File: src/bpu_pkg.sv
package bpu_pkg;

    // datapath width
    localparam int XLEN = 32;

    // global outcome history
    localparam int HIST_LEN = 16;

    // bimodal direction table, indexed by pc[9:1]
    localparam int BIM_ENTRIES = 512;
    localparam int BIM_IDX_W   = 9;
    localparam int BIM_IDX_LSB = 1;
    localparam logic [1:0] CTR_INIT = 2'b01;   // weakly not-taken

    // branch target buffer, index pc[9:2], tag pc[31:10]
    localparam int BTB_ENTRIES = 256;
    localparam int BTB_IDX_W   = 8;
    localparam int BTB_IDX_LSB = 2;
    localparam int BTB_TAG_W   = 22;

    // return address stack, pointer counts 0..RAS_DEPTH
    localparam int RAS_DEPTH = 8;
    localparam int RAS_PTR_W = 4;

    // link registers used by call/return hints
    localparam logic [4:0] REG_RA = 5'd1;
    localparam logic [4:0] REG_T0 = 5'd5;

    typedef enum logic [6:0] {
        OP_BRANCH = 7'b1100011,
        OP_JALR   = 7'b1100111,
        OP_JAL    = 7'b1101111
    } opcode_e;

    typedef enum logic [2:0] {
        CLS_NONE,
        CLS_BRANCH,
        CLS_JAL,
        CLS_JALR,
        CLS_RET
    } inst_class_e;

endpackage
File: src/pred_select.sv
`timescale 1ns/10ps

module pred_select (
    input  logic                     clk,
    input  logic                     rst,
    input  logic [bpu_pkg::XLEN-1:0] if_pc_i,
    input  bpu_pkg::inst_class_e     inst_class_i,
    input  logic [bpu_pkg::XLEN-1:0] pc_plus4_i,
    input  logic [bpu_pkg::XLEN-1:0] br_target_i,
    input  logic [bpu_pkg::XLEN-1:0] jal_target_i,
    input  logic                     dir_taken_i,
    input  logic                     btb_hit_i,
    input  logic [bpu_pkg::XLEN-1:0] btb_target_i,
    input  logic                     ras_valid_i,
    input  logic [bpu_pkg::XLEN-1:0] ras_target_i,
    output logic                     branch_or_not_o,
    output logic [bpu_pkg::XLEN-1:0] pdt_pc_o,
    output logic                     pdt_res_o
);

    logic                     is_ctrl;
    logic                     taken;
    logic [bpu_pkg::XLEN-1:0] target;

    assign is_ctrl = (inst_class_i != bpu_pkg::CLS_NONE);

    always_comb begin
        taken  = 1'b0;
        target = pc_plus4_i;   // fall-through by default
        case (inst_class_i)
            bpu_pkg::CLS_RET: begin
                taken = ras_valid_i;
                if (ras_valid_i)
                    target = ras_target_i;
            end
            bpu_pkg::CLS_JAL: begin
                taken  = 1'b1;
                target = btb_hit_i ? btb_target_i : jal_target_i;
            end
            bpu_pkg::CLS_BRANCH: begin
                taken = dir_taken_i;
                if (dir_taken_i)
                    target = btb_hit_i ? btb_target_i : br_target_i;
            end
            bpu_pkg::CLS_JALR: begin
                taken = dir_taken_i;
                if (dir_taken_i && btb_hit_i)   // no static target for jalr
                    target = btb_target_i;
            end
            default: ;
        endcase
    end

    // single pipeline boundary of the unit
    always_ff @(posedge clk or posedge rst) begin
        if (rst) begin
            branch_or_not_o <= 1'b0;
            pdt_res_o       <= 1'b0;
            pdt_pc_o        <= '0;
        end else begin
            branch_or_not_o <= is_ctrl;
            pdt_res_o       <= taken;
            pdt_pc_o        <= target;
        end
    end

endmodule

File: config.mk
export PLATFORM = sky130hd
export DESIGN_NAME = pred_select
export DESIGN_NICKNAME = d
export VERILOG_FILES = /design/src/bpu_pkg.sv /design/src/pred_select.sv
export SDC_FILE = /design/constraint.sdc
export NUM_CORES = 1
export LEC_CHECK = 0
export BUFFER_PORTS_ARGS = -buffer_cell sky130_fd_sc_hd__buf_2
export CAP_MARGIN = 10
export CORE_UTILIZATION = 30
export CTS_CLUSTER_DIAMETER = 200
export CTS_CLUSTER_SIZE = 20
export DETAILED_ROUTE_END_ITERATION = 8
export PLACE_DENSITY_LB_ADDON = 0.05
export SETUP_SLACK_MARGIN = 0.2
export SLEW_MARGIN = 15
export SYNTH_ARGS = -nofsm -noshare
export SYNTH_HDL_FRONTEND = slang
export SYNTH_SLANG_ARGS = --single-unit
File: constraint.sdc
create_clock -name clk -period 0.9 [get_ports clk]
set_input_delay 0.225 -clock clk [delete_from_list [all_inputs] [get_ports clk]]
set_output_delay 0.225 -clock clk [all_outputs]
set_load 0.005 [all_outputs]
==> reports/metrics.cfg <==
[clock_network]
clk_pin_slew_ps=60
cts.sinks=34
clock_path_buffers=2
clockRootBuffer=clkbuf_16
htree_num_levels=2
tritoncts.num_buffers=5
cts_tree=built

[route]
detail_route.vias_per_cell=5.492
drt_first_pass_iters=6
vias=4300
wl_per_cell_um=18.62
drc_errors=0
drt_wl_total_mm=14.58
ant_nets=0
dr.first_iter.drc_count=236

[status]
failed_checks=hold timing, setup timing
outcome=complete, but fails checks

[grt]
grt_pass1_vias=4345
gr-usage-all-layers_pct=23.77
grt_pass1_wl_mm=21.70
use_met1_pct=29.08
use_met2_pct=42.63
gr-max-usage-layer=met2
antenna_found_initial=0
grt_max_degree=35
grtUsageMet3_pct=4.184
overflow=0

[floorplanning]
row_count=38
num_io_pins=234
fp.dieArea_mm2=0.01186
die_h_um=108.9
start_util_pct=31.23
die_x_um=108.9
core-area_mm2=0.01098

[layout]
synthToLayoutAreaGrowth_pct=62.17
drive_gt1_share_pct=46.35
nNetsFinal=843
num_antenna_cells=0
mostFrequentLayoutCells=196 x buf_2, 65 x mux2i_1, 54 x nand2b_1
fillers=1077
final_common_cell=buf_2
fin_cells=783

[placed_design]
dp_hpwl_mm=9.834
gp_congestion=0.8047
port_buffers=201
dp_cells=756

[synthesis]
yosys.area_share.xor_xnor_pct=0.4743
yosys.area_share.simple_pct=17.22
syn_area_per_cell_um2=8.284
synthMuxAreaShare_pct=19.96
yosysSeqAreaShare_pct=24.81
netlist_instances=414
yosys_warnings=0
synth_seq_cells=34
synth_compound_area_share_pct=30.90
syn-num-nets=614
synth_top_family_by_area=compound AO/OA/AOI/OAI gates
synth_fa_ha_area_share_pct=0
synth_area_mm2=0.003430
yosys.cell_types.count=33

[critical_path]
worst-setup-path-type=in -> reg
max_stage_delay_ps=420
crit_chain=buf_8 -> or3b_4 -> o21ai_4 -> buf_12 -> a31oi_4 -> o32a_1
crit_fanout=7
required_ps=1060
worst_setup_path_end_kind=flop
crit_slowest_cell=or3b_4
critPathLaunchType=input port
cp_num_buf_inv=2
cp_top_family=compound AO/OA/AOI/OAI gates
arrival_ps=1440

[timing]
slew_headroom_pct=69.23
fmax_mhz=781.3
drv_slew=0
rsz0062_at_grt=true
post-route-period-util_pct=142.2
period_needed_ps=1280
fin_ws_ps=-380.0
tightest_slew_ps=459.5
finalSetupViolations=68
hold_viol=27
hold_slack_ps=-19.22

[power_and_ir_drop]
ir_drop_mv=0.6260
powerDensity_mw_per_mm2=1067
power.total_mw=5.935
power_leakage_nw=2.670

[job]
maxCapViolations=0

[worst_hold_path]
hold_class=in -> async

## metrics by stage
| step | worst slack [ps] | setup TNS (ps) | util [%] | area [um2] | hold WS (ps) |
|---|---|---|---|---|---|
| global route | -397.8 | -15690 | 50.64 | 5562 | 6.906 |
| global placement | -659.8 | -20490 | 45.30 | 4975 | 284.0 |
| finish | -380.0 | -14140 | 50.64 | 5562 | -19.22 |
| detailed placement | -683.7 | -21110 | 45.30 | 4975 | 287.7 |
| CTS | -320.5 | -12350 | 48.62 | 5340 | -11.52 |
| floorplan | -538.6 | -15030 | - | 3532 | 165.8 |
## layout make-up
type	instances	area [um2]	share of cell area (%)
clock buffers	7	132.6	2.385
repair buffers	264	1904	34.24
inverters	3	20.02	0.3600
multi-input cells	335	2479	44.57
well taps	140	175.2	3.150
flip-flops and latches	34	850.8	15.30
## Yosys cell counts, drive strengths merged
cell type | number | area share (%)
a2bb2oi | 1 | 0.26
o21ai | 33 | 5.1
or3 | 1 | 0.18
nand3b | 1 | 0.22
mux2i | 65 | 19
a31oi | 55 | 10
o22ai | 31 | 5.7
clkbuf | 18 | 2.0
or3b | 2 | 0.51
o32a | 28 | 8.2
nand3 | 11 | 1.6
o31ai | 1 | 0.22
inv | 3 | 0.33
nor3b | 1 | 0.22
nor2b | 2 | 0.36
nand2b | 54 | 9.9
xnor2 | 1 | 0.47
o2111ai | 1 | 0.26
dfrtp | 34 | 25
nand2 | 31 | 3.4
a21oi | 5 | 0.73
and2 | 1 | 0.18
mux2 | 3 | 0.98
a22oi | 1 | 0.22
o211ai | 1 | 0.22
buf | 24 | 4.3
nor2 | 5 | 0.69
## cells by family after synthesis
kind of cell,Yosys count
AOI/OAI and AO/OA,157
xor gates and xnor gates,1
buffers and inverters,45
DFF,34
muxes,68
and+or+nand+nor,109
## metal layers
metal	part of all wire (%)	routed length, um	up-vias
met3	7.0	1017	15
met2	49	7165	186
li1	-	-	2056
met4	1.2	171	0
met1	43	6223	2043
met5	0	0	-
## state kept, by name, indices dropped and copies added, names as in the netlist
register         count
branch_or_not_o      1
pdt_pc_o            32
pdt_res_o            1
## power breakdown
group	total [mW]	internal [mW]	leakage, nW	switching, mW
logic	2.50	1.33	2.22	1.17
registers	1.78	1.72	0.389	0.0558
clock network	1.66	1.01	0.0640	0.646
total	5.94	4.06	2.67	1.88
## worst max path at each step
stage	to	depth (start not counted)	startpoint
after global placement	pdt_pc_o[15]$_DFF_PP0_	6	inst_class_i[0]
after floorplan	pdt_pc_o[26]$_DFF_PP0_	6	inst_class_i[0]
after global routing	pdt_pc_o[15]$_DFF_PP0_	6	inst_class_i[1]
after CTS	pdt_pc_o[10]$_DFF_PP0_	8	inst_class_i[2]
final	pdt_pc_o[15]$_DFF_PP0_	6	inst_class_i[1]
after detailed placement	pdt_pc_o[26]$_DFF_PP0_	6	inst_class_i[0]
## timing repair
item | CTS | global route
buffers inserted | 3 | 12
endpoints found under the setup margin | 67 | 67
cloned | 4 | 1
resized for setup | 37 | 24
hold endpoints to repair | 34 | 0
pin swaps | 13 | 7
Note: power is estimated with default switching activity, not from simulation.
