### src/bpu_pkg.sv
package bpu_pkg;

    // datapath width
    localparam int XLEN = 32;

    // global outcome history
    localparam int HIST_LEN = 16;

    // bimodal direction table, indexed by pc[9:1]
    localparam int BIM_ENTRIES = 512;
    localparam int BIM_IDX_W   = 9;
    localparam int BIM_IDX_LSB = 1;
    localparam logic [1:0] CTR_INIT = 2'b01;   // weakly not-taken

    // branch target buffer, index pc[9:2], tag pc[31:10]
    localparam int BTB_ENTRIES = 256;
    localparam int BTB_IDX_W   = 8;
    localparam int BTB_IDX_LSB = 2;
    localparam int BTB_TAG_W   = 22;

    // return address stack, pointer counts 0..RAS_DEPTH
    localparam int RAS_DEPTH = 8;
    localparam int RAS_PTR_W = 4;

    // link registers used by call/return hints
    localparam logic [4:0] REG_RA = 5'd1;
    localparam logic [4:0] REG_T0 = 5'd5;

    typedef enum logic [6:0] {
        OP_BRANCH = 7'b1100011,
        OP_JALR   = 7'b1100111,
        OP_JAL    = 7'b1101111
    } opcode_e;

    typedef enum logic [2:0] {
        CLS_NONE,
        CLS_BRANCH,
        CLS_JAL,
        CLS_JALR,
        CLS_RET
    } inst_class_e;

endpackage
### src/return_stack.sv
`timescale 1ns/10ps

module return_stack (
    input  logic                     clk,
    input  logic                     rst,
    input  logic                     id_ras_push_valid_i,
    input  logic [bpu_pkg::XLEN-1:0] id_ras_push_data_i,
    input  logic                     ex_branch_valid_i,
    input  logic                     ex_branch_taken_i,
    input  logic [bpu_pkg::XLEN-1:0] ex_inst_i,
    input  logic                     ex_stall_valid_i,
    output logic                     ras_valid_o,
    output logic [bpu_pkg::XLEN-1:0] ras_target_o
);

    localparam int SLOT_W = bpu_pkg::RAS_PTR_W - 1;   // entry index width

    logic [bpu_pkg::XLEN-1:0] stack_q [bpu_pkg::RAS_DEPTH];

    logic [bpu_pkg::RAS_PTR_W-1:0] sp_q;     // next free slot
    logic [bpu_pkg::RAS_PTR_W-1:0] sp_pop;   // pointer after this cycle's pop
    logic [bpu_pkg::RAS_PTR_W-1:0] sp_next;
    logic [bpu_pkg::RAS_PTR_W-1:0] sp_top;
    logic [4:0]                    ex_rs1;
    logic                          ex_is_ret;
    logic                          push_req;
    logic                          do_pop;
    logic                          do_push;

    assign ex_rs1    = ex_inst_i[19:15];
    assign ex_is_ret = (ex_inst_i[6:0] == bpu_pkg::OP_JALR)
                    && ((ex_rs1 == bpu_pkg::REG_RA) || (ex_rs1 == bpu_pkg::REG_T0));

    // pop first, then push at the popped pointer
    assign do_pop = ex_branch_valid_i && ex_branch_taken_i && !ex_stall_valid_i
                 && ex_is_ret && (sp_q != '0);
    assign sp_pop = do_pop ? sp_q - 1'b1 : sp_q;

    assign push_req = id_ras_push_valid_i && !ex_stall_valid_i;
    assign do_push  = push_req && (sp_pop < bpu_pkg::RAS_PTR_W'(bpu_pkg::RAS_DEPTH));
    assign sp_next  = do_push ? sp_pop + 1'b1 : sp_pop;

    always_ff @(posedge clk or posedge rst) begin
        if (rst) begin
            sp_q <= '0;
        end else begin
            sp_q <= sp_next;
        end
    end

    always_ff @(posedge clk) begin
        if (do_push) begin
            stack_q[sp_pop[SLOT_W-1:0]] <= id_ras_push_data_i;
        end
    end

    // a call pushing right now wins over the stored top
    assign sp_top       = sp_q - 1'b1;
    assign ras_valid_o  = push_req || (sp_q != '0);
    assign ras_target_o = push_req ? id_ras_push_data_i : stack_q[sp_top[SLOT_W-1:0]];

endmodule

### config.mk
export PLATFORM = sky130hd
export DESIGN_NAME = return_stack
export DESIGN_NICKNAME = d
export VERILOG_FILES = /design/src/bpu_pkg.sv /design/src/return_stack.sv
export SDC_FILE = /design/constraint.sdc
export NUM_CORES = 1
export LEC_CHECK = 0
export ABC_AREA = 1
export BUFFER_PORTS_ARGS = -buffer_cell sky130_fd_sc_hd__buf_4
export CORE_MARGIN = 2
export CORE_UTILIZATION = 40
export CTS_BUF_LIST = sky130_fd_sc_hd__clkbuf_4 sky130_fd_sc_hd__clkbuf_8
export DETAILED_ROUTE_END_ITERATION = 10
export PLACE_DENSITY = 0.58
export SYNTH_ARGS = -nofsm -noshare
export SYNTH_HDL_FRONTEND = slang
export SYNTH_SLANG_ARGS = --single-unit
### constraint.sdc
create_clock -name clk -period 6 [get_ports clk]
set_input_delay 0.3 -clock clk [delete_from_list [all_inputs] [get_ports clk]]
set_output_delay 0.3 -clock clk [all_outputs]
set_load 0.1 [all_outputs]
==> results.md <==
- Largest buffer count on any clock path: 3
- Post-CTS Hold Fix Bufs: 31
- Arr. time, crit path: 5.09 ns
- Synth Cell Area: 0.0106 mm2
- Detail-routed via count per cell: 5.22
- Gr usage total: 17.4%
- Syn Nets: 885
- DR pass1 iterations: 5
- Initial core utilization: 40.7%
- Clk pin slew, worst setup/hold paths: 0.06 ns
- Total Wirelength: 24.2 mm
- R2R Path Start: sp_q[0]
- Max Fanout on Critical Path: 51
- Synth top area cells: edfxtp_1 (73%), o21ai_0 (6.1%), o221ai_1 (5.3%), nor2_1 (4.9%), nand2_1 (3.2%)
- First-pass GRT wire length: 37.6 mm
- H-tree Lvls: 2
- Grt total ovfl: 0
- FILL cells: 2,347
- Final slew viol count: 0
- Ys flop type: edfxtp_1
- Worst setup SP type: register
- Normalized max-slew margin: 38.9%
- RR Endpoint: stack_q[1][15]
- Vias: 6,765
- Clk sinks: 260
- Crit Path Category: reg2reg
- DP HPWL: 11.9 mm
- CP Capture Point: stack_q[1][15]
- Min-Delay Path Class: in2reg
- Setup TNS: 0 ns
- Synth cell types: 30
- CTS root buf: clkbuf_8
- Fmax achieved: 206 MHz
- Share of cells above drive strength 1: 19.8%
- Die outline height: 167 um
- Vias in the first global route: 6,611
- Iter 0 DRT Violations: 490
- Post-Syn Instances: 814
- Die area: 0.0277 mm2
- Leading area contributor after synthesis: edfxtp_1
- Yosys reg bits: 260
- Clock latency at the later pin of the worst-skew pair: 0.55 ns
- Post-route ant nets: 0
- Setup crit end kind: register
- # IOs: 103
- Worst Tran Pin Value: 0.917 ns
- Placed Cells: 1,192
- # setup viols final: 0
- DRC: 0
- # diodes: 0
- PortBufs: 81
- Nets: 1,003
- RePlAce Congestion: 0.682
- Die width: 167 um
- Largest net degree at the start of global routing: 89
- CTS tree: yes
- Fin. Hold Viols: 0
- Post-CTS Setup Bufs: 0
- Avg WL per Cell: 18.7 um
- Ys async rst share: 1.54%
- Final Skew: 0.0225 ns
- Max cap viols: 0
- Initial antenna violation count: 0
- RSZ-0062 raised after global routing: false
- Num CTS Buffers: 42
- EDFF count, synth: 256
- Fin cells: 1,295
- Data required, critical path: 6.23 ns
- Count leader, synth: edfxtp_1
- Row cnt: 59
- Status: finished clean
- Seq/Total Area, Yosys: 73.7%
- Avg Inst Size Synth: 13.0 um2
- Period utilization: 81.0%
- Post-synth top area share: 72.7%
- P&R area growth vs syn: 19.7%
- Core area: 0.0260 mm2
- Cts repair resizes: 0
- Crit path time final: 4.86 ns
- R2r worst-path depth: 10
- Yosys warns: 0
- Post-synth top cells: edfxtp_1 (256), nor2_1 (138), o21ai_0 (128), nand2_1 (89), o221ai_1 (64)
- CP startpoint: sp_q[0]
- R2R Setup Slk: 1.14 ns
==> flip-flops by register name (all words and copies together) (netlist names) <==
signal and cells:
sp_q 4, stack_q 256
==> placed cells by master, fill, tap and decap left out <==
cell type	n
xnor2_4	1
nor2_2	1
o21bai_1	1
nand3_2	1
o221ai_1	64
dfrtp_4	1
clkbuf_8	43
inv_1	13
clkinv_2	2
clkinvlp_4	1
clkinv_1	8
nand2_1	89
o21ai_0	128
ha_2	1
clkbuf_4	20
buf_4	97
dfrtp_1	3
nand3_4	1
o21ai_4	1
dlygate4sd3_1	31
nand3_1	39
inv_2	3
nor2_8	1
o21ai_1	2
xor2_1	1
nor2_4	6
nor3_4	3
nand4_2	1
o21ai_2	1
nand4_1	2
nor2_1	133
nand2_2	4
nand2_4	1
edfxtp_1	256
==> cell families (layout without fill, tap and decap cells) <==
logic type | Yosys count | count (layout) | share of synthesized area [%]
XOR/XNOR | 2 | 2 | 0.237
buffers and inverters | 72 | 218 | 2.75
flip-flops | 260 | 260 | 73.7
AND/OR/NAND/NOR | 282 | 282 | 11.4
adder cells (fa/ha/maj) | 1 | 1 | 0.118
AO/OA/AOI/OAI | 197 | 197 | 11.8
==> metrics by stage <==
step	hold WS, ns	setup WS, ns	utilization (%)	area, um2
after floorplan	0.0661	2.40	-	10600
after global placement	0.233	1.10	44.5	11600
after detailed placement	0.231	1.07	44.5	11600
after CTS	0.00187	1.05	48.7	12700
after global routing	0.0181	0.818	48.7	12700
final	0.0209	1.14	48.7	12700
==> critical path, cell delays in order (launching register included) <==
cell      delay (ns)
dfrtp_4         0.76
clkinv_2        0.64
ha_2            0.48
xnor2_4         0.13
buf_4           0.46
inv_2           0.04
buf_4           0.31
o21ai_1         0.40
nand2_1         0.22
nor2_4          0.75
buf_4           0.33
==> worst min-delay path by stage <==
stage,startpoint,end,slack [ns],depth (start not counted)
floorplan,rst,sp_q[0],0.07,1
global placement,rst,sp_q[0],0.23,2
detailed placement,rst,sp_q[1],0.23,2
CTS,id_ras_push_data_i[16],stack_q[1][16],0.002,1
global route,id_ras_push_data_i[16],stack_q[1][16],0.02,1
finish,id_ras_push_data_i[16],stack_q[1][16],0.02,1
==> metal layers <==
layer	vias to the layer above	wire, um	GRT usage [%]
met1	3296	10900	23.1
met4	0	375	4.91
li1	3279	-	-
met5	-	0	0
met3	37	1120	2.92
met2	153	11800	29.5
==> cell type report <==
class / count / area (um2) / area share, %
Inverter: 18 / 68.8 / 0.544
Clock buffer: 63 / 742 / 5.86
Clock inverter: 9 / 38.8 / 0.307
Tap cell: 335 / 419 / 3.31
Timing Repair Buffer: 128 / 1040 / 8.21
Multi-Input combinational cell: 482 / 2550 / 20.2
Sequential cell: 260 / 7790 / 61.6
Power is left out: the tool's default activity adds up to more than one toggle a clock period on the data nets, which glitch-free logic cannot reach.
