==> src/bpu_pkg.sv <==
package bpu_pkg;

    // datapath width
    localparam int XLEN = 32;

    // global outcome history
    localparam int HIST_LEN = 16;

    // bimodal direction table, indexed by pc[9:1]
    localparam int BIM_ENTRIES = 512;
    localparam int BIM_IDX_W   = 9;
    localparam int BIM_IDX_LSB = 1;
    localparam logic [1:0] CTR_INIT = 2'b01;   // weakly not-taken

    // branch target buffer, index pc[9:2], tag pc[31:10]
    localparam int BTB_ENTRIES = 256;
    localparam int BTB_IDX_W   = 8;
    localparam int BTB_IDX_LSB = 2;
    localparam int BTB_TAG_W   = 22;

    // return address stack, pointer counts 0..RAS_DEPTH
    localparam int RAS_DEPTH = 8;
    localparam int RAS_PTR_W = 4;

    // link registers used by call/return hints
    localparam logic [4:0] REG_RA = 5'd1;
    localparam logic [4:0] REG_T0 = 5'd5;

    typedef enum logic [6:0] {
        OP_BRANCH = 7'b1100011,
        OP_JALR   = 7'b1100111,
        OP_JAL    = 7'b1101111
    } opcode_e;

    typedef enum logic [2:0] {
        CLS_NONE,
        CLS_BRANCH,
        CLS_JAL,
        CLS_JALR,
        CLS_RET
    } inst_class_e;

endpackage
==> src/direction_predictor.sv <==
`timescale 1ns/10ps

module direction_predictor (
    input  logic                         clk,
    input  logic                         rst,
    input  logic [bpu_pkg::XLEN-1:0]     if_pc_i,
    input  logic                         ex_branch_valid_i,
    input  logic                         ex_branch_taken_i,
    input  logic [bpu_pkg::XLEN-1:0]     ex_pc_i,
    output logic                         dir_taken_o,
    output logic [bpu_pkg::HIST_LEN-1:0] history_o
);

    logic [1:0] ctr_q [bpu_pkg::BIM_ENTRIES];

    logic [bpu_pkg::BIM_IDX_W-1:0] rd_idx;
    logic [bpu_pkg::BIM_IDX_W-1:0] wr_idx;
    logic [1:0]                    ctr_cur;
    logic [1:0]                    ctr_next;
    logic [bpu_pkg::HIST_LEN-1:0]  hist_q;

    assign rd_idx = if_pc_i[bpu_pkg::BIM_IDX_LSB +: bpu_pkg::BIM_IDX_W];
    assign wr_idx = ex_pc_i[bpu_pkg::BIM_IDX_LSB +: bpu_pkg::BIM_IDX_W];

    // msb of the counter is the predicted direction
    assign dir_taken_o = ctr_q[rd_idx][1];

    // saturating step, clamps at 0 and 3
    assign ctr_cur = ctr_q[wr_idx];
    always_comb begin
        ctr_next = ctr_cur;
        if (ex_branch_taken_i) begin
            if (ctr_cur != 2'b11)
                ctr_next = ctr_cur + 2'b01;
        end else begin
            if (ctr_cur != 2'b00)
                ctr_next = ctr_cur - 2'b01;
        end
    end

    always_ff @(posedge clk or posedge rst) begin
        if (rst) begin
            for (int i = 0; i < bpu_pkg::BIM_ENTRIES; i++) begin
                ctr_q[i] <= bpu_pkg::CTR_INIT;
            end
        end else if (ex_branch_valid_i) begin
            ctr_q[wr_idx] <= ctr_next;
        end
    end

    // newest outcome enters at bit 0
    always_ff @(posedge clk or posedge rst) begin
        if (rst) begin
            hist_q <= '0;
        end else if (ex_branch_valid_i) begin
            hist_q <= {hist_q[bpu_pkg::HIST_LEN-2:0], ex_branch_taken_i};
        end
    end

    assign history_o = hist_q;

endmodule

==> config.mk <==
export PLATFORM = sky130hd
export DESIGN_NAME = direction_predictor
export DESIGN_NICKNAME = d
export VERILOG_FILES = /design/src/bpu_pkg.sv /design/src/direction_predictor.sv
export SDC_FILE = /design/constraint.sdc
export NUM_CORES = 2
export LEC_CHECK = 0
export BUFFER_PORTS_ARGS = -buffer_cell sky130_fd_sc_hd__clkbuf_2
export CORE_MARGIN = 10
export CORE_UTILIZATION = 30
export CTS_CLUSTER_SIZE = 10
export DETAILED_ROUTE_END_ITERATION = 10
export PLACE_DENSITY = 0.43
export SETUP_SLACK_MARGIN = 0.3
export SYNTH_ARGS = -nofsm -noshare
export SYNTH_HDL_FRONTEND = slang
export SYNTH_SLANG_ARGS = --single-unit
==> constraint.sdc <==
create_clock -name clk -period 48.2 [get_ports clk]
set_clock_uncertainty 0.05 [all_clocks]
set_input_delay 2.41 -clock clk [delete_from_list [all_inputs] [get_ports clk]]
set_output_delay 2.41 -clock clk [all_outputs]
set_load 0.01 [all_outputs]
==> impl_metrics.toml <==
[global_route]
grt_pass1_vias = 40654
antenna_found_initial = 3
grtUsageTotal = 0.187
grt_pass1_wl_um = 296000
grt_max_degree = 199
globalRouteOverflowTotal = 0

[layout]
ff_latch_area_um2 = 26700
multi_input_area_um2 = 27500
nets = 4546
final_cells = 7085
layout_commonest_cell = "a21oi_1"
stdcell_area_um2 = 63000
area_growth_pct = 10.1
drive_gt1_frac = 0.386
fill_cells = 19031
mostFrequentLayoutCells = "538 x a21oi_1, 528 x dfrtp_1, 524 x o21ai_0, 524 x a31oi_1, 512 x dfstp_2"
fin_util = 0.332

[routing]
wl_um = 201000
post_drt_wl_per_cell_um = 28.4
drc_errors = 0
vias = 41244
drtIter0Drc = 4290
ant_nets = 0
drt_first_pass_iters = 5
routed_via_density = 5.82

[worst_setup_path]
cp.required_ns = 48.84
critPathLaunchType = "input pin"
r2r_start = "ctr_q[911]$_DFFE_PP0P_"
r2r_end = "ctr_q[246]$_DFFE_PP1P_"
critPathMaxFanout = 75
rrSetupSlack_ns = 41.64
r2r_cells = 11
arrival_ns = 10.24
crit_type = "in -> reg"
endpoint_kind = "flip-flop"

[clocking]
clk_pin_slew_worst_paths_ns = 0.06
cts_sinks = 1040
cts_made_buffers = 135
cts_setup_buffers = 0
clock_latency_ns = 0.80
htree_num_levels = 4
root_buffer = "clkbuf_16"
clk_path_buf_depth = 3
cts_resized = 0
cts_hold_buf = 0
cts_tree = "done"

[flow_run]
cap_violations = 0

[timing]
max_freq_mhz = 104
setup_violations = 0
fin_crit_ns = 9.59
post-route-period-util = 0.199
rsz0062_at_grt = "no"
finalHoldViolCount = 0
worst_pin_slew_ns = 1.26
slew_violations = 0
slew_headroom = 0.161
finalSetupTns_ns = 0

[floorplanning]
num_rows = 160
initial_core_util = 0.301
die_w_um = 457
die_h_um = 457
fp.dieArea_um2 = 209000
core_um2 = 190000
io_pins = 85

[min_path]
hold_depth = 2
hold_path_class = "reg -> reg"
min_from = "ctr_q[892]$_DFFE_PP1P_"
hold_end = "ctr_q[892]$_DFFE_PP1P_"

[synth]
synthesis.instances = 4820
ys_ff_latch = 1040
ys_seq_area_frac = 0.466
async_flop_share = 1.00
synth_warnings = 0
syn-num-nets = 4888
syn_area_per_cell_um2 = 11.9
synth_cell_types = 59
synthesis.area_um2 = 57200
synth-edff-count = 0
ys.flop_type = "dfrtp_1"

[run_status]
outcome = "complete, no violations"

[placed_design]
placed_area_um2 = 58700
place.detailed.hpwl_um = 112000
place_congestion = 0.759
post-place-cells = 6852
port_buffers = 38

[power_and_ir_drop]
power.density_nw_per_um2 = 35.2
vdd_drop_max_mv = 0.0246
leakagePower_nw = 23.4
## metrics by stage
stage	setup slack (ns)	hold WS, ns	power, mW
2_1_floorplan	17.32	0.418	1.17
3_3_place_gp	37.78	0.430	1.23
3_5_place_dp	37.78	0.435	1.24
4_1_cts	38.65	0.443	2.24
5_1_grt	38.39	0.456	2.30
6_report	38.61	0.443	2.21
## power breakdown
part	switching, mW	total, mW	internal, mW
registers	0.0261	0.953	0.927
clock network	0.415	0.993	0.578
logic	0.185	0.268	0.0834
## cells by family (layout without fill, tap and decap cells)
kind of cell,after synthesis,count (layout),share of synthesized area
other cells,0,1,0
mux,578,578,0.171
buf+inv,671,424,0.0607
fa+ha+maj,2,2,0.000372
compound gates,2264,2264,0.280
simple gates,265,265,0.0224
flops,1040,1040,0.466
## cell type report
class                      instances  share of cell area
timing repair buffer             189              0.0230
multi-input combinational       3109               0.436
tap                             2511              0.0499
clock buffer                     207              0.0629
inverter                           3            0.000298
clock inverter                    25             0.00496
antenna                            1           0.0000397
sequential                      1040               0.423
## registers in the layout, summed over array words and instances (netlist names)
signal,flops
ctr_q,1024
history_o,16
## per-layer routing
| layer | up-vias | global-route usage | share of wire |
|---|---|---|---|
| met5 | - | 0 | 0.000070 |
| met4 | 2 | 0.0480 | 0.022 |
| met3 | 243 | 0.0267 | 0.046 |
| met2 | 1116 | 0.296 | 0.47 |
| met1 | 21642 | 0.267 | 0.47 |
| li1 | 18241 | - | - |
## how the worst max path moves through the flow
stage / startpoint / endpoint / cells past startpoint
final: ex_pc_i[1] / ctr_q[246]$_DFFE_PP1P_ / 14
after global routing: ex_pc_i[1] / ctr_q[181]$_DFFE_PP0P_ / 14
after CTS: ex_pc_i[1] / ctr_q[277]$_DFFE_PP0P_ / 14
after detailed placement: ex_pc_i[1] / ctr_q[277]$_DFFE_PP0P_ / 14
after global placement: ex_pc_i[1] / ctr_q[165]$_DFFE_PP0P_ / 14
after floorplan: rst / ctr_q[1001]$_DFFE_PP0P_ / 1
## worst max-delay path, stage by stage
cell	delay, ns
buf_8	0.48
buf_12	0.51
buf_4	0.72
mux4_2	0.60
mux2i_1	0.23
nor2_1	0.07
a311oi_1	0.63
a31oi_1	0.10
a2111o_1	0.48
nor4_2	0.61
maj3_4	1.06
buf_4	0.91
buf_4	0.88
o31ai_2	0.17
## synth_stat cells (3+ instances only)
| library cell | number | share of area |
|---|---|---|
| o31ai_2 | 457 | 0.10 |
| buf_2 | 23 | 0.0020 |
| clkbuf_1 | 470 | 0.031 |
| nand2b_1 | 8 | 0.00087 |
| buf_6 | 97 | 0.019 |
| a221oi_1 | 10 | 0.0015 |
| dfstp_2 | 512 | 0.24 |
| buf_4 | 52 | 0.0068 |
| o31ai_1 | 57 | 0.0075 |
| a22o_1 | 6 | 0.00092 |
| a31oi_1 | 524 | 0.057 |
| buf_1 | 26 | 0.0017 |
| dfrtp_1 | 528 | 0.23 |
| nand4_1 | 8 | 0.00087 |
| or2_2 | 4 | 0.00044 |
| and2_1 | 4 | 0.00044 |
| and3_1 | 12 | 0.0013 |
| a211oi_1 | 5 | 0.00066 |
| nor3b_1 | 3 | 0.00039 |
| inv_1 | 3 | 0.00020 |
| o21ai_0 | 524 | 0.046 |
| o22ai_1 | 10 | 0.0011 |
| nand3b_1 | 5 | 0.00066 |
| nand2_1 | 78 | 0.0051 |
| nand3_1 | 53 | 0.0046 |
| nor3_1 | 8 | 0.00070 |
| o211ai_1 | 4 | 0.00052 |
| a21oi_1 | 538 | 0.047 |
| mux2_2 | 27 | 0.0053 |
| mux4_2 | 315 | 0.12 |
| nor2b_1 | 10 | 0.0011 |
| mux2i_1 | 236 | 0.041 |
| a22oi_1 | 112 | 0.015 |
| nor2_1 | 57 | 0.0037 |
| a311oi_1 | 3 | 0.00046 |
Power figures use the tool's default switching activity.
