### src/bpu_pkg.sv
package bpu_pkg;

    // datapath width
    localparam int XLEN = 32;

    // global outcome history
    localparam int HIST_LEN = 16;

    // bimodal direction table, indexed by pc[9:1]
    localparam int BIM_ENTRIES = 512;
    localparam int BIM_IDX_W   = 9;
    localparam int BIM_IDX_LSB = 1;
    localparam logic [1:0] CTR_INIT = 2'b01;   // weakly not-taken

    // branch target buffer, index pc[9:2], tag pc[31:10]
    localparam int BTB_ENTRIES = 256;
    localparam int BTB_IDX_W   = 8;
    localparam int BTB_IDX_LSB = 2;
    localparam int BTB_TAG_W   = 22;

    // return address stack, pointer counts 0..RAS_DEPTH
    localparam int RAS_DEPTH = 8;
    localparam int RAS_PTR_W = 4;

    // link registers used by call/return hints
    localparam logic [4:0] REG_RA = 5'd1;
    localparam logic [4:0] REG_T0 = 5'd5;

    typedef enum logic [6:0] {
        OP_BRANCH = 7'b1100011,
        OP_JALR   = 7'b1100111,
        OP_JAL    = 7'b1101111
    } opcode_e;

    typedef enum logic [2:0] {
        CLS_NONE,
        CLS_BRANCH,
        CLS_JAL,
        CLS_JALR,
        CLS_RET
    } inst_class_e;

endpackage
### src/fetch_decode.sv
`timescale 1ns/10ps

module fetch_decode (
    input  logic [bpu_pkg::XLEN-1:0] if_pc_i,
    input  logic [bpu_pkg::XLEN-1:0] if_inst_i,
    output bpu_pkg::inst_class_e     inst_class_o,
    output logic [bpu_pkg::XLEN-1:0] pc_plus4_o,
    output logic [bpu_pkg::XLEN-1:0] br_target_o,
    output logic [bpu_pkg::XLEN-1:0] jal_target_o
);

    bpu_pkg::opcode_e opcode;
    logic [4:0]       rd;
    logic [4:0]       rs1;
    logic [11:0]      i_imm;
    logic             ret_form;
    logic [bpu_pkg::XLEN-1:0] b_imm;
    logic [bpu_pkg::XLEN-1:0] j_imm;

    assign opcode = bpu_pkg::opcode_e'(if_inst_i[6:0]);
    assign rd     = if_inst_i[11:7];
    assign rs1    = if_inst_i[19:15];
    assign i_imm  = if_inst_i[31:20];

    // jalr x0, 0(ra|t0) is treated as a return
    assign ret_form = (rd == 5'd0)
                   && ((rs1 == bpu_pkg::REG_RA) || (rs1 == bpu_pkg::REG_T0))
                   && (i_imm == 12'd0);

    always_comb begin
        inst_class_o = bpu_pkg::CLS_NONE;
        case (opcode)
            bpu_pkg::OP_BRANCH: inst_class_o = bpu_pkg::CLS_BRANCH;
            bpu_pkg::OP_JAL:    inst_class_o = bpu_pkg::CLS_JAL;
            bpu_pkg::OP_JALR: begin
                inst_class_o = ret_form ? bpu_pkg::CLS_RET : bpu_pkg::CLS_JALR;
            end
            default: ;  // not a control transfer
        endcase
    end

    // sign extended b-type offset
    assign b_imm = {{(bpu_pkg::XLEN-12){if_inst_i[31]}},
                    if_inst_i[7], if_inst_i[30:25], if_inst_i[11:8], 1'b0};

    // sign extended j-type offset
    assign j_imm = {{(bpu_pkg::XLEN-20){if_inst_i[31]}},
                    if_inst_i[19:12], if_inst_i[20], if_inst_i[30:21], 1'b0};

    assign pc_plus4_o   = if_pc_i + 32'd4;
    assign br_target_o  = if_pc_i + b_imm;
    assign jal_target_o = if_pc_i + j_imm;

endmodule

### config.mk
export PLATFORM = sky130hd
export DESIGN_NAME = fetch_decode
export DESIGN_NICKNAME = d
export VERILOG_FILES = /design/src/bpu_pkg.sv /design/src/fetch_decode.sv
export SDC_FILE = /design/constraint.sdc
export NUM_CORES = 1
export LEC_CHECK = 0
export BUFFER_PORTS_ARGS = -buffer_cell sky130_fd_sc_hd__buf_4
export CAP_MARGIN = 20
export CORE_AREA = 5 5 88 82
export DETAILED_ROUTE_END_ITERATION = 10
export DIE_AREA = 0 0 93 87
export GPL_TIMING_DRIVEN = 1
export PLACE_DENSITY = 0.95
export SLEW_MARGIN = 30
export SYNTH_ARGS = -nofsm -noshare
export SYNTH_HDL_FRONTEND = slang
export SYNTH_SLANG_ARGS = --single-unit
### constraint.sdc
create_clock -name vclk -period 3.9
set_input_delay 0.195 -clock vclk [all_inputs]
set_output_delay 0.195 -clock vclk [all_outputs]
set_load 0.01 [all_outputs]
==> impl_metrics.json, run 1 <==
{
  "outcome": "finished clean",
  "cp_max_fo": 4,
  "tns_ps": 0,
  "syn-cell-area_um2": 3140,
  "met2_usage_pct": 49.9,
  "ant_nets": 0,
  "regArea_um2": 0,
  "p_leak_nw": 2.11,
  "synth_common_cells": "xnor2_1 (55), a21oi_1 (48), nand2_1 (45), ha_1 (44), nor2_1 (28)",
  "postSynthAreaPerCell_um2": 6.86,
  "drt_iter0_drc": 289,
  "routabilityCongestion": 0.934,
  "vias": 4089,
  "hp-class": "in2out",
  "ctsHoldBuffers": 0,
  "track_usage_pct": 26.9,
  "p_clk_share_pct": 0,
  "synth_top_area_share_pct": 17.5,
  "grt_antenna_before_repair": 0,
  "std_cell_rows": 28,
  "startpoint_type": "primary input",
  "place_area_um2": 4330,
  "firstDrtPassIters": 5,
  "die_area_um2": 8090,
  "worstMarginPinSlew_ps": 674,
  "use_met3_pct": 3.63,
  "met1_usage_pct": 32.8,
  "nNetsFinal": 706,
  "synth_area_leaders": "ha_1 (18%), xnor2_1 (15%), a21oi_1 (7.6%)",
  "areaGrowthSynthToFinish_pct": 37.7,
  "finalCriticalPeriod_ps": 3540,
  "slew_viol_final": 0,
  "path_class": "in2out",
  "synth_top_area_cell": "ha_1",
  "required_ps": 3700,
  "switching_share_pct": 52.1,
  "cts_setup_buffers": 0,
  "ios": 163,
  "antennaDiodeCount": 0,
  "synth-seq-area-share_pct": 0,
  "holdCritStartpoint": "if_pc_i[0]",
  "ys_warn_count": 0,
  "dpl.hpwl_mm": 9.96,
  "drive_above_1_share_pct": 27.9,
  "grt_first_pass_wirelength_mm": 18.5,
  "max_freq_ghz": 0.282,
  "post-route-cell-area_um2": 4330,
  "die_w_um": 93,
  "synth.most_common_cell": "xnor2_1",
  "slew_headroom_pct": 54.8,
  "drv_cap": 0,
  "wirelength_mm": 11.7,
  "busiest_layer": "met2",
  "power_frac_comb_pct": 100.0,
  "synthCells": 458,
  "io_buffers": 159,
  "intPower_mw": 0.440,
  "endpoint_kind": "output port",
  "start_util_pct": 49.8,
  "seq_cells": 0,
  "final.period_utilization_pct": 90.8,
  "syn-num-nets": 568,
  "grt_pass1_vias": 3962,
  "startpoint": "if_pc_i[1]",
  "max-vdd-ir-drop_v": 0.000135,
  "viasPerCell": 6.11,
  "finalSetupViolCount": 0,
  "arrival_ps": 3350,
  "seqPwrFrac_pct": 0,
  "power.density_nw_per_um2": 212,
  "hold_viol_final": 0,
  "coreArea_um2": 6310,
  "synth_cell_type_count": 50,
  "wire_per_inst_um": 17.5,
  "post_cts_resized": 0,
  "drc": 0,
  "die_y_um": 87,
  "power_switching_mw": 0.478,
  "grt-ovfl-total": 0,
  "grt_setup_unrepaired": "false",
  "nClkBuffers": 0,
  "grt_max_degree": 22
}
==> power groups by stage <==
stage	combinational (mW)	clock, mW	sequential [mW]
floorplan	0.503	0	0
global placement	0.884	0	0
detailed placement	0.906	0	0
CTS	0.910	0	0
global route	0.986	0	0
finish	0.918	0	0
==> cell usage in the layout, fill, tap and decap left out, types with 16 or more instances in the layout <==
cell,count
buf_4,159
xnor2_1,55
a21oi_1,48
nand2_1,45
ha_1,44
nor2_1,28
xor2_1,26
nand3_1,23
a21o_1,22
o21ai_0,19
and3_1,16
==> logic make-up (layout without fill, tap and decap cells) <==
group | count (synthesis) | in the layout | share of synthesized area [%]
AND/OR/NAND/NOR | 154 | 154 | 24.4
AO/OA/AOI/OAI | 144 | 144 | 29.7
XOR/XNOR | 81 | 81 | 22.6
adder cells (fa/ha/maj) | 46 | 46 | 18.8
buffers and inverters | 32 | 168 | 4.30
multiplexers | 1 | 1 | 0.318
==> area by class of cell <==
type	count	area, um^2
fill	532	1980
inverter	9	33.8
multi-input combinational	426	3010
tap	75	93.8
timing repair buffer	159	1190
==> critical path, stage by stage <==
cell and delay [ps]:
buf_4 120, ha_1 220, fa_1 430, a211oi_1 270, o21bai_1 100, a21oi_1 280
o21bai_1 180, a31oi_1 400, o21ai_1 170, o41ai_2 440, o21ai_1 190, xor2_1 180
buf_4 160
==> stage by stage <==
stage                     utilization [%]  hold slack [ps]  std cells  setup slack [ps]  total power, mW
after CTS                            68.7              390        669               411            0.910
after global placement               68.7              390        669               564            0.884
after detailed placement             68.7              390        669               422            0.906
after global routing                 68.7              390        669               121            0.986
final                                68.7              390        669               358            0.918
after floorplan                         -              436        458              1040            0.503
==> path summary, 6_finish.rpt <==
check  depth (start not counted)         endpoint
max                           13  br_target_o[27]
min                            0   br_target_o[0]
==> layer usage <==
metal / vias to the layer above / wire length, um / share of wire [%]
met1: 1866 / 4590 / 39
li1: 1945 / - / -
met3: 36 / 1120 / 9.6
met4: 0 / 275 / 2.3
met5: - / 0 / 0
met2: 242 / 5720 / 49
(Power assumes the default switching activity.)
==> run 2: changes to the inputs <==
--- a/config.mk
+++ b/config.mk
@@ -5,12 +5,12 @@
 export SDC_FILE = /design/constraint.sdc
 export NUM_CORES = 1
 export LEC_CHECK = 0
+export ABC_AREA = 1
 export BUFFER_PORTS_ARGS = -buffer_cell sky130_fd_sc_hd__buf_4
 export CAP_MARGIN = 20
-export CORE_AREA = 5 5 88 82
+export CORE_AREA = 5 5 101 93
 export DETAILED_ROUTE_END_ITERATION = 10
-export DIE_AREA = 0 0 93 87
-export GPL_TIMING_DRIVEN = 1
+export DIE_AREA = 0 0 106 98
 export PLACE_DENSITY = 0.95
 export SLEW_MARGIN = 30
 export SYNTH_ARGS = -nofsm -noshare
==> constraint.sdc (replaced) <==
create_clock -name vclk -period 4.6
set_input_delay 0.23 -clock vclk [all_inputs]
set_output_delay 0.23 -clock vclk [all_outputs]
set_load 0.01 [all_outputs]
==> run 2 against run 1 <==
Synthesized cell count up 110%. Worst setup slack better by 1900 ps. Final area up 37%. Area after synthesis up 48%. Flip-flop and latch count unchanged. Global-route usage up 4.5 points. Sequential share of layout area unchanged.
==> impl_metrics.json, run 2 <==
{
  "final_common_cell": "nand2_1",
  "synth.most_common_cell": "nand2_1",
  "layout_common_cells": "nand2_1 (407), inv_1 (169), buf_4 (159)",
  "track_usage_pct": 31.4,
  "top_layer": "met4",
  "synth-seq-area-share_pct": 0,
  "std_cell_rows": 32,
  "p_clk_share_pct": 0,
  "place_ws_ps": 2270,
  "dpl.hpwl_mm": 15.2,
  "synth_cell_type_count": 27,
  "wirelength_mm": 17.3,
  "firstDrtPassIters": 5,
  "arrival_ps": 2160,
  "postSynthAreaPerCell_um2": 4.83,
  "cts_setup_buffers": 0,
  "slew_headroom_pct": 70.3,
  "seq_cells": 0,
  "finalSetupViolCount": 0,
  "met1Wirelength_mm": 7.47,
  "syn-cell-area_um2": 4650,
  "intPower_mw": 0.361,
  "ctsHoldBuffers": 0,
  "synthCells": 962,
  "wire_per_inst_um": 14.3,
  "finalCriticalPeriod_ps": 2390,
  "post_cts_resized": 0,
  "critPathBufInv": 4,
  "endpoint_kind": "output port",
  "hold_ws_ps": 460,
  "grt_first_pass_wirelength_mm": 27.0,
  "cp_slowest_cell": "fa_1",
  "met3WireLength_mm": 1.96,
  "ant_nets": 0,
  "power_frac_comb_pct": 100.0,
  "ios": 163,
  "hp-class": "in2out",
  "worstMarginPinSlew_ps": 443,
  "cp_max_fo": 4,
  "grt_max_degree": 22,
  "die_w_um": 106,
  "hold_depth": 0,
  "routabilityCongestion": 0.991,
  "power_switching_mw": 0.525,
  "io_buffers": 159,
  "final.period_utilization_pct": 52.0,
  "n_fill_cell": 819,
  "drt_iter0_drc": 598,
  "outcome": "finished clean",
  "drc": 0,
  "switching_share_pct": 59.2,
  "viasPerCell": 5.27,
  "synth_area_leaders": "nand2_1 (33%), inv_1 (14%), ha_1 (12%)",
  "critPathMaxStageDelay_ps": 400,
  "place_area_um2": 5920,
  "grt-ovfl-total": 0,
  "synth_top_area_cell": "nand2_1",
  "path_cells": "buf_4 -> ha_1 -> inv_1 -> fa_1 -> inv_1 -> nand3_1 -> nand3_1 -> nand3_1 -> nand3_1 -> nand2_1 -> nand2_1 -> nand2_1 -> nand2_1 -> buf_4",
  "critical_path_depth": 14,
  "power.density_nw_per_um2": 150,
  "drive_above_1_share_pct": 17.1,
  "start_util_pct": 55.8,
  "synth_top_area_share_pct": 32.9,
  "cp_top_family": "simple AND/OR/NAND/NOR gates",
  "grt_setup_unrepaired": "false",
  "p_leak_nw": 3.71,
  "power.total_mw": 0.887,
  "max_freq_ghz": 0.418,
  "synth_common_cells": "nand2_1 (407), inv_1 (169), nor2_1 (93), nand3_1 (69), xor2_1 (48)",
  "die_area_um2": 10400,
  "ys_warn_count": 0,
  "antennaDiodeCount": 0,
  "tns_ps": 0,
  "met2_length_mm": 7.38,
  "vias": 6413,
  "drv_cap": 0,
  "required_ps": 4370,
  "path_class": "in2out",
  "slew_viol_final": 0,
  "grt_antenna_before_repair": 0,
  "nClkBuffers": 0,
  "nNetsFinal": 1226,
  "regArea_um2": 0,
  "coreArea_um2": 8330,
  "die_y_um": 98,
  "hold_viol_final": 0,
  "post-route-cell-area_um2": 5920,
  "seqPwrFrac_pct": 0,
  "finalWorstSetupSlack_ps": 2210,
  "grt_pass1_vias": 5672,
  "areaGrowthSynthToFinish_pct": 27.4,
  "max-vdd-ir-drop_v": 0.0000950,
  "startpoint_type": "primary input",
  "syn-num-nets": 1072
}
run 2: cell types whose count changed in the layout (fill, tap and decap cells not counted), moves of 12 or more:
| cell | change |
|---|---|
| xnor2_1 | -44 |
| a21oi_1 | -16 |
| xor2_1 | +22 |
| o21ai_1 | -12 |
| nor3_1 | +19 |
| nand3_1 | +46 |
| inv_2 | +12 |
| and3_1 | -16 |
| inv_1 | +160 |
| nor2_1 | +65 |
| o21ai_0 | -18 |
| nand2_1 | +362 |
| a21o_1 | -21 |
run 2: logic make-up after synthesis:
logic type                 share of synthesized area, %
xor gates and xnor gates                           11.1
adders and majority gates                          12.7
buffers and inverters                              15.6
and+or+nand+nor                                    55.8
AOI/OAI and AO/OA                                  4.69
run 2: power by group through the flow:
stage / Clock (mW) / Sequential [mW] / Combinational [mW]
floorplan: 0 / 0 / 0.498
global placement: 0 / 0 / 0.860
detailed placement: 0 / 0 / 0.870
CTS: 0 / 0 / 0.874
global route: 0 / 0 / 0.968
finish: 0 / 0 / 0.887
run 2: stage by stage:
step	utilization [%]	cells
3_5_place_dp	71.1	1216
6_report	71.1	1216
2_1_floorplan	-	962
4_1_cts	71.1	1216
5_1_grt	71.1	1216
3_3_place_gp	71.1	1216
run 2: final timing paths:
| kind | end | slack [ps] | startpoint |
|---|---|---|---|
| worst max-delay path | jal_target_o[21] | 2210 | if_pc_i[1] |
| worst min-delay path | jal_target_o[0] | 460 | if_pc_i[0] |
run 2: per-layer routing:
layer	global-route usage (%)	vias to the layer above
li1	-	3254
met1	44.1	2755
met2	50.9	368
met3	3.83	36
met4	7.77	0
met5	0	-
run 2: final cells by class:
class | instances | area, um^2 | area share (%)
multi-input cells | 774 | 3920 | 66.2
repair buffers | 159 | 1190 | 20.2
inverters | 181 | 679 | 11.5
well taps | 102 | 128 | 2.16
==> run 3: changes to the inputs <==
--- a/config.mk
+++ b/config.mk
@@ -8,10 +8,10 @@
 export ABC_AREA = 1
 export BUFFER_PORTS_ARGS = -buffer_cell sky130_fd_sc_hd__buf_4
 export CAP_MARGIN = 20
-export CORE_AREA = 5 5 101 93
+export CORE_AREA = 5 5 109 101
 export DETAILED_ROUTE_END_ITERATION = 10
-export DIE_AREA = 0 0 106 98
-export PLACE_DENSITY = 0.95
+export DIE_AREA = 0 0 114 106
+export PLACE_DENSITY = 0.86
 export SLEW_MARGIN = 30
 export SYNTH_ARGS = -nofsm -noshare
 export SYNTH_HDL_FRONTEND = slang
==> constraint.sdc (replaced) <==
create_clock -name vclk -period 2.1
set_input_delay 0.105 -clock vclk [all_inputs]
set_output_delay 0.105 -clock vclk [all_outputs]
set_load 0.01 [all_outputs]
==> run 3 against run 2 <==
Count of clock-buffer cells in the layout unchanged. Final area grew 2.1%. Utilization shrank 9.8 points. First-iteration DRC count is 13% higher. Total power up 120%. Worst setup slack got worse by 2100 ps. Combinational power up 120%. Highest routed layer unchanged.
==> impl_metrics.json, run 3 (synthesis results as in run 2) <==
{
  "max_freq_ghz": 0.502,
  "grt_pass1_vias": 5886,
  "die_w_um": 114,
  "routabilityCongestion": 1.02,
  "die_y_um": 106,
  "arrival_ps": 1890,
  "wire_per_inst_um": 14.1,
  "ios": 163,
  "start_util_pct": 47.2,
  "areaGrowthSynthToFinish_pct": 30.0,
  "hold_viol_final": 0,
  "io_buffers": 159,
  "power_frac_comb_pct": 100.0,
  "place_area_um2": 5990,
  "drv_cap": 0,
  "layout_common_cells": "nand2_1 (406), inv_1 (168), buf_4 (164)",
  "grt_first_pass_wirelength_mm": 27.9,
  "die_area_um2": 12100,
  "outcome": "finished clean",
  "max-vdd-ir-drop_v": 0.000190,
  "nClkBuffers": 0,
  "power_switching_mw": 1.16,
  "hp-class": "in2out",
  "vias": 6392,
  "drive_above_1_share_pct": 18.9,
  "final_common_cell": "nand2_1",
  "viasPerCell": 5.12,
  "grt_setup_unrepaired": "true",
  "antennaDiodeCount": 0,
  "slew_headroom_pct": 72.1,
  "finalCriticalPeriod_ps": 1990,
  "regArea_um2": 0,
  "seq_cells": 0,
  "path_class": "in2out",
  "nNetsFinal": 1231,
  "startpoint_type": "primary input",
  "seqPwrFrac_pct": 0,
  "intPower_mw": 0.807,
  "cts_setup_buffers": 0,
  "track_usage_pct": 27.8,
  "n_fill_cell": 1035,
  "std_cell_rows": 35,
  "grt_max_degree": 22,
  "ant_nets": 0,
  "wirelength_mm": 17.5,
  "post-route-cell-area_um2": 6040,
  "drc": 0,
  "power.density_nw_per_um2": 326,
  "p_clk_share_pct": 0,
  "grt_antenna_before_repair": 0,
  "firstDrtPassIters": 5,
  "required_ps": 2000,
  "worstMarginPinSlew_ps": 417,
  "drt_iter0_drc": 678,
  "coreArea_um2": 9850,
  "switching_share_pct": 59.0,
  "endpoint_kind": "output port",
  "fin_util_pct": 61.3,
  "grt-ovfl-total": 0,
  "final.period_utilization_pct": 94.9,
  "slew_viol_final": 0,
  "p_leak_nw": 3.74,
  "dpl.hpwl_mm": 15.5,
  "finalSetupViolCount": 0,
  "cp_max_fo": 4
}
-- run 3: cell types whose count changed in the layout (fill, tap and decap cells not counted), sizes merged --
cell / change
buf: +5
-- run 3: through the flow --
step           setup WS, ps  setup TNS, ps  instances  hold slack, ps  power (mW)
2_1_floorplan           478              0        962             275        1.09
3_3_place_gp            101              0       1248             210        1.92
3_5_place_dp           61.4              0       1248             210        1.93
4_1_cts                55.6              0       1248             210        1.94
5_1_grt               -4.30          -6.86       1248             210        2.17
6_report                107              0       1248             210        1.97
-- run 3: power by group through the flow --
stage          clock network (mW)  logic (mW)  registers [mW]
6_report                        0        1.97               0
5_1_grt                         0        2.17               0
4_1_cts                         0        1.94               0
3_5_place_dp                    0        1.93               0
3_3_place_gp                    0        1.92               0
2_1_floorplan                   0        1.09               0
-- run 3: worst max-delay path, stage by stage --
cell	delay [ps]
buf_4	100
ha_2	200
inv_1	60
fa_1	420
inv_2	90
nand3_1	90
nand3_2	110
nand2_1	60
nand2_1	110
nand3_1	80
nand2_1	80
xor2_1	210
buf_4	160
-- run 3: routing by layer --
layer  wire length, um  share of wire (%)  global-route usage, %  vias up
met1              7610                 43                   38.1     2810
met4               537                3.1                   6.79        0
met5                 0                  0                      0        -
met2              7630                 44                   46.4      289
li1                  -                  -                      -     3259
met3              1760                 10                   2.90       34
-- run 3: layout make-up --
cell class,count,area [um^2],area share [%]
multi-input combinational,774,3970,65.7
tap,129,161,2.67
timing repair buffer,164,1230,20.4
inverter,181,679,11.2
-- run 3: final timing paths --
check / startpoint / end / slack [ps] / depth (start not counted)
hold / removal: if_pc_i[0] / jal_target_o[0] / 210 / 0
setup / recovery: if_pc_i[1] / jal_target_o[17] / 110 / 13
-- run 3: what timing repair did --
action	in CTS	in global routing
gates resized for setup	0	15
hold endpoints to repair	0	0
hold buffers	0	0
setup endpoints to repair	0	12
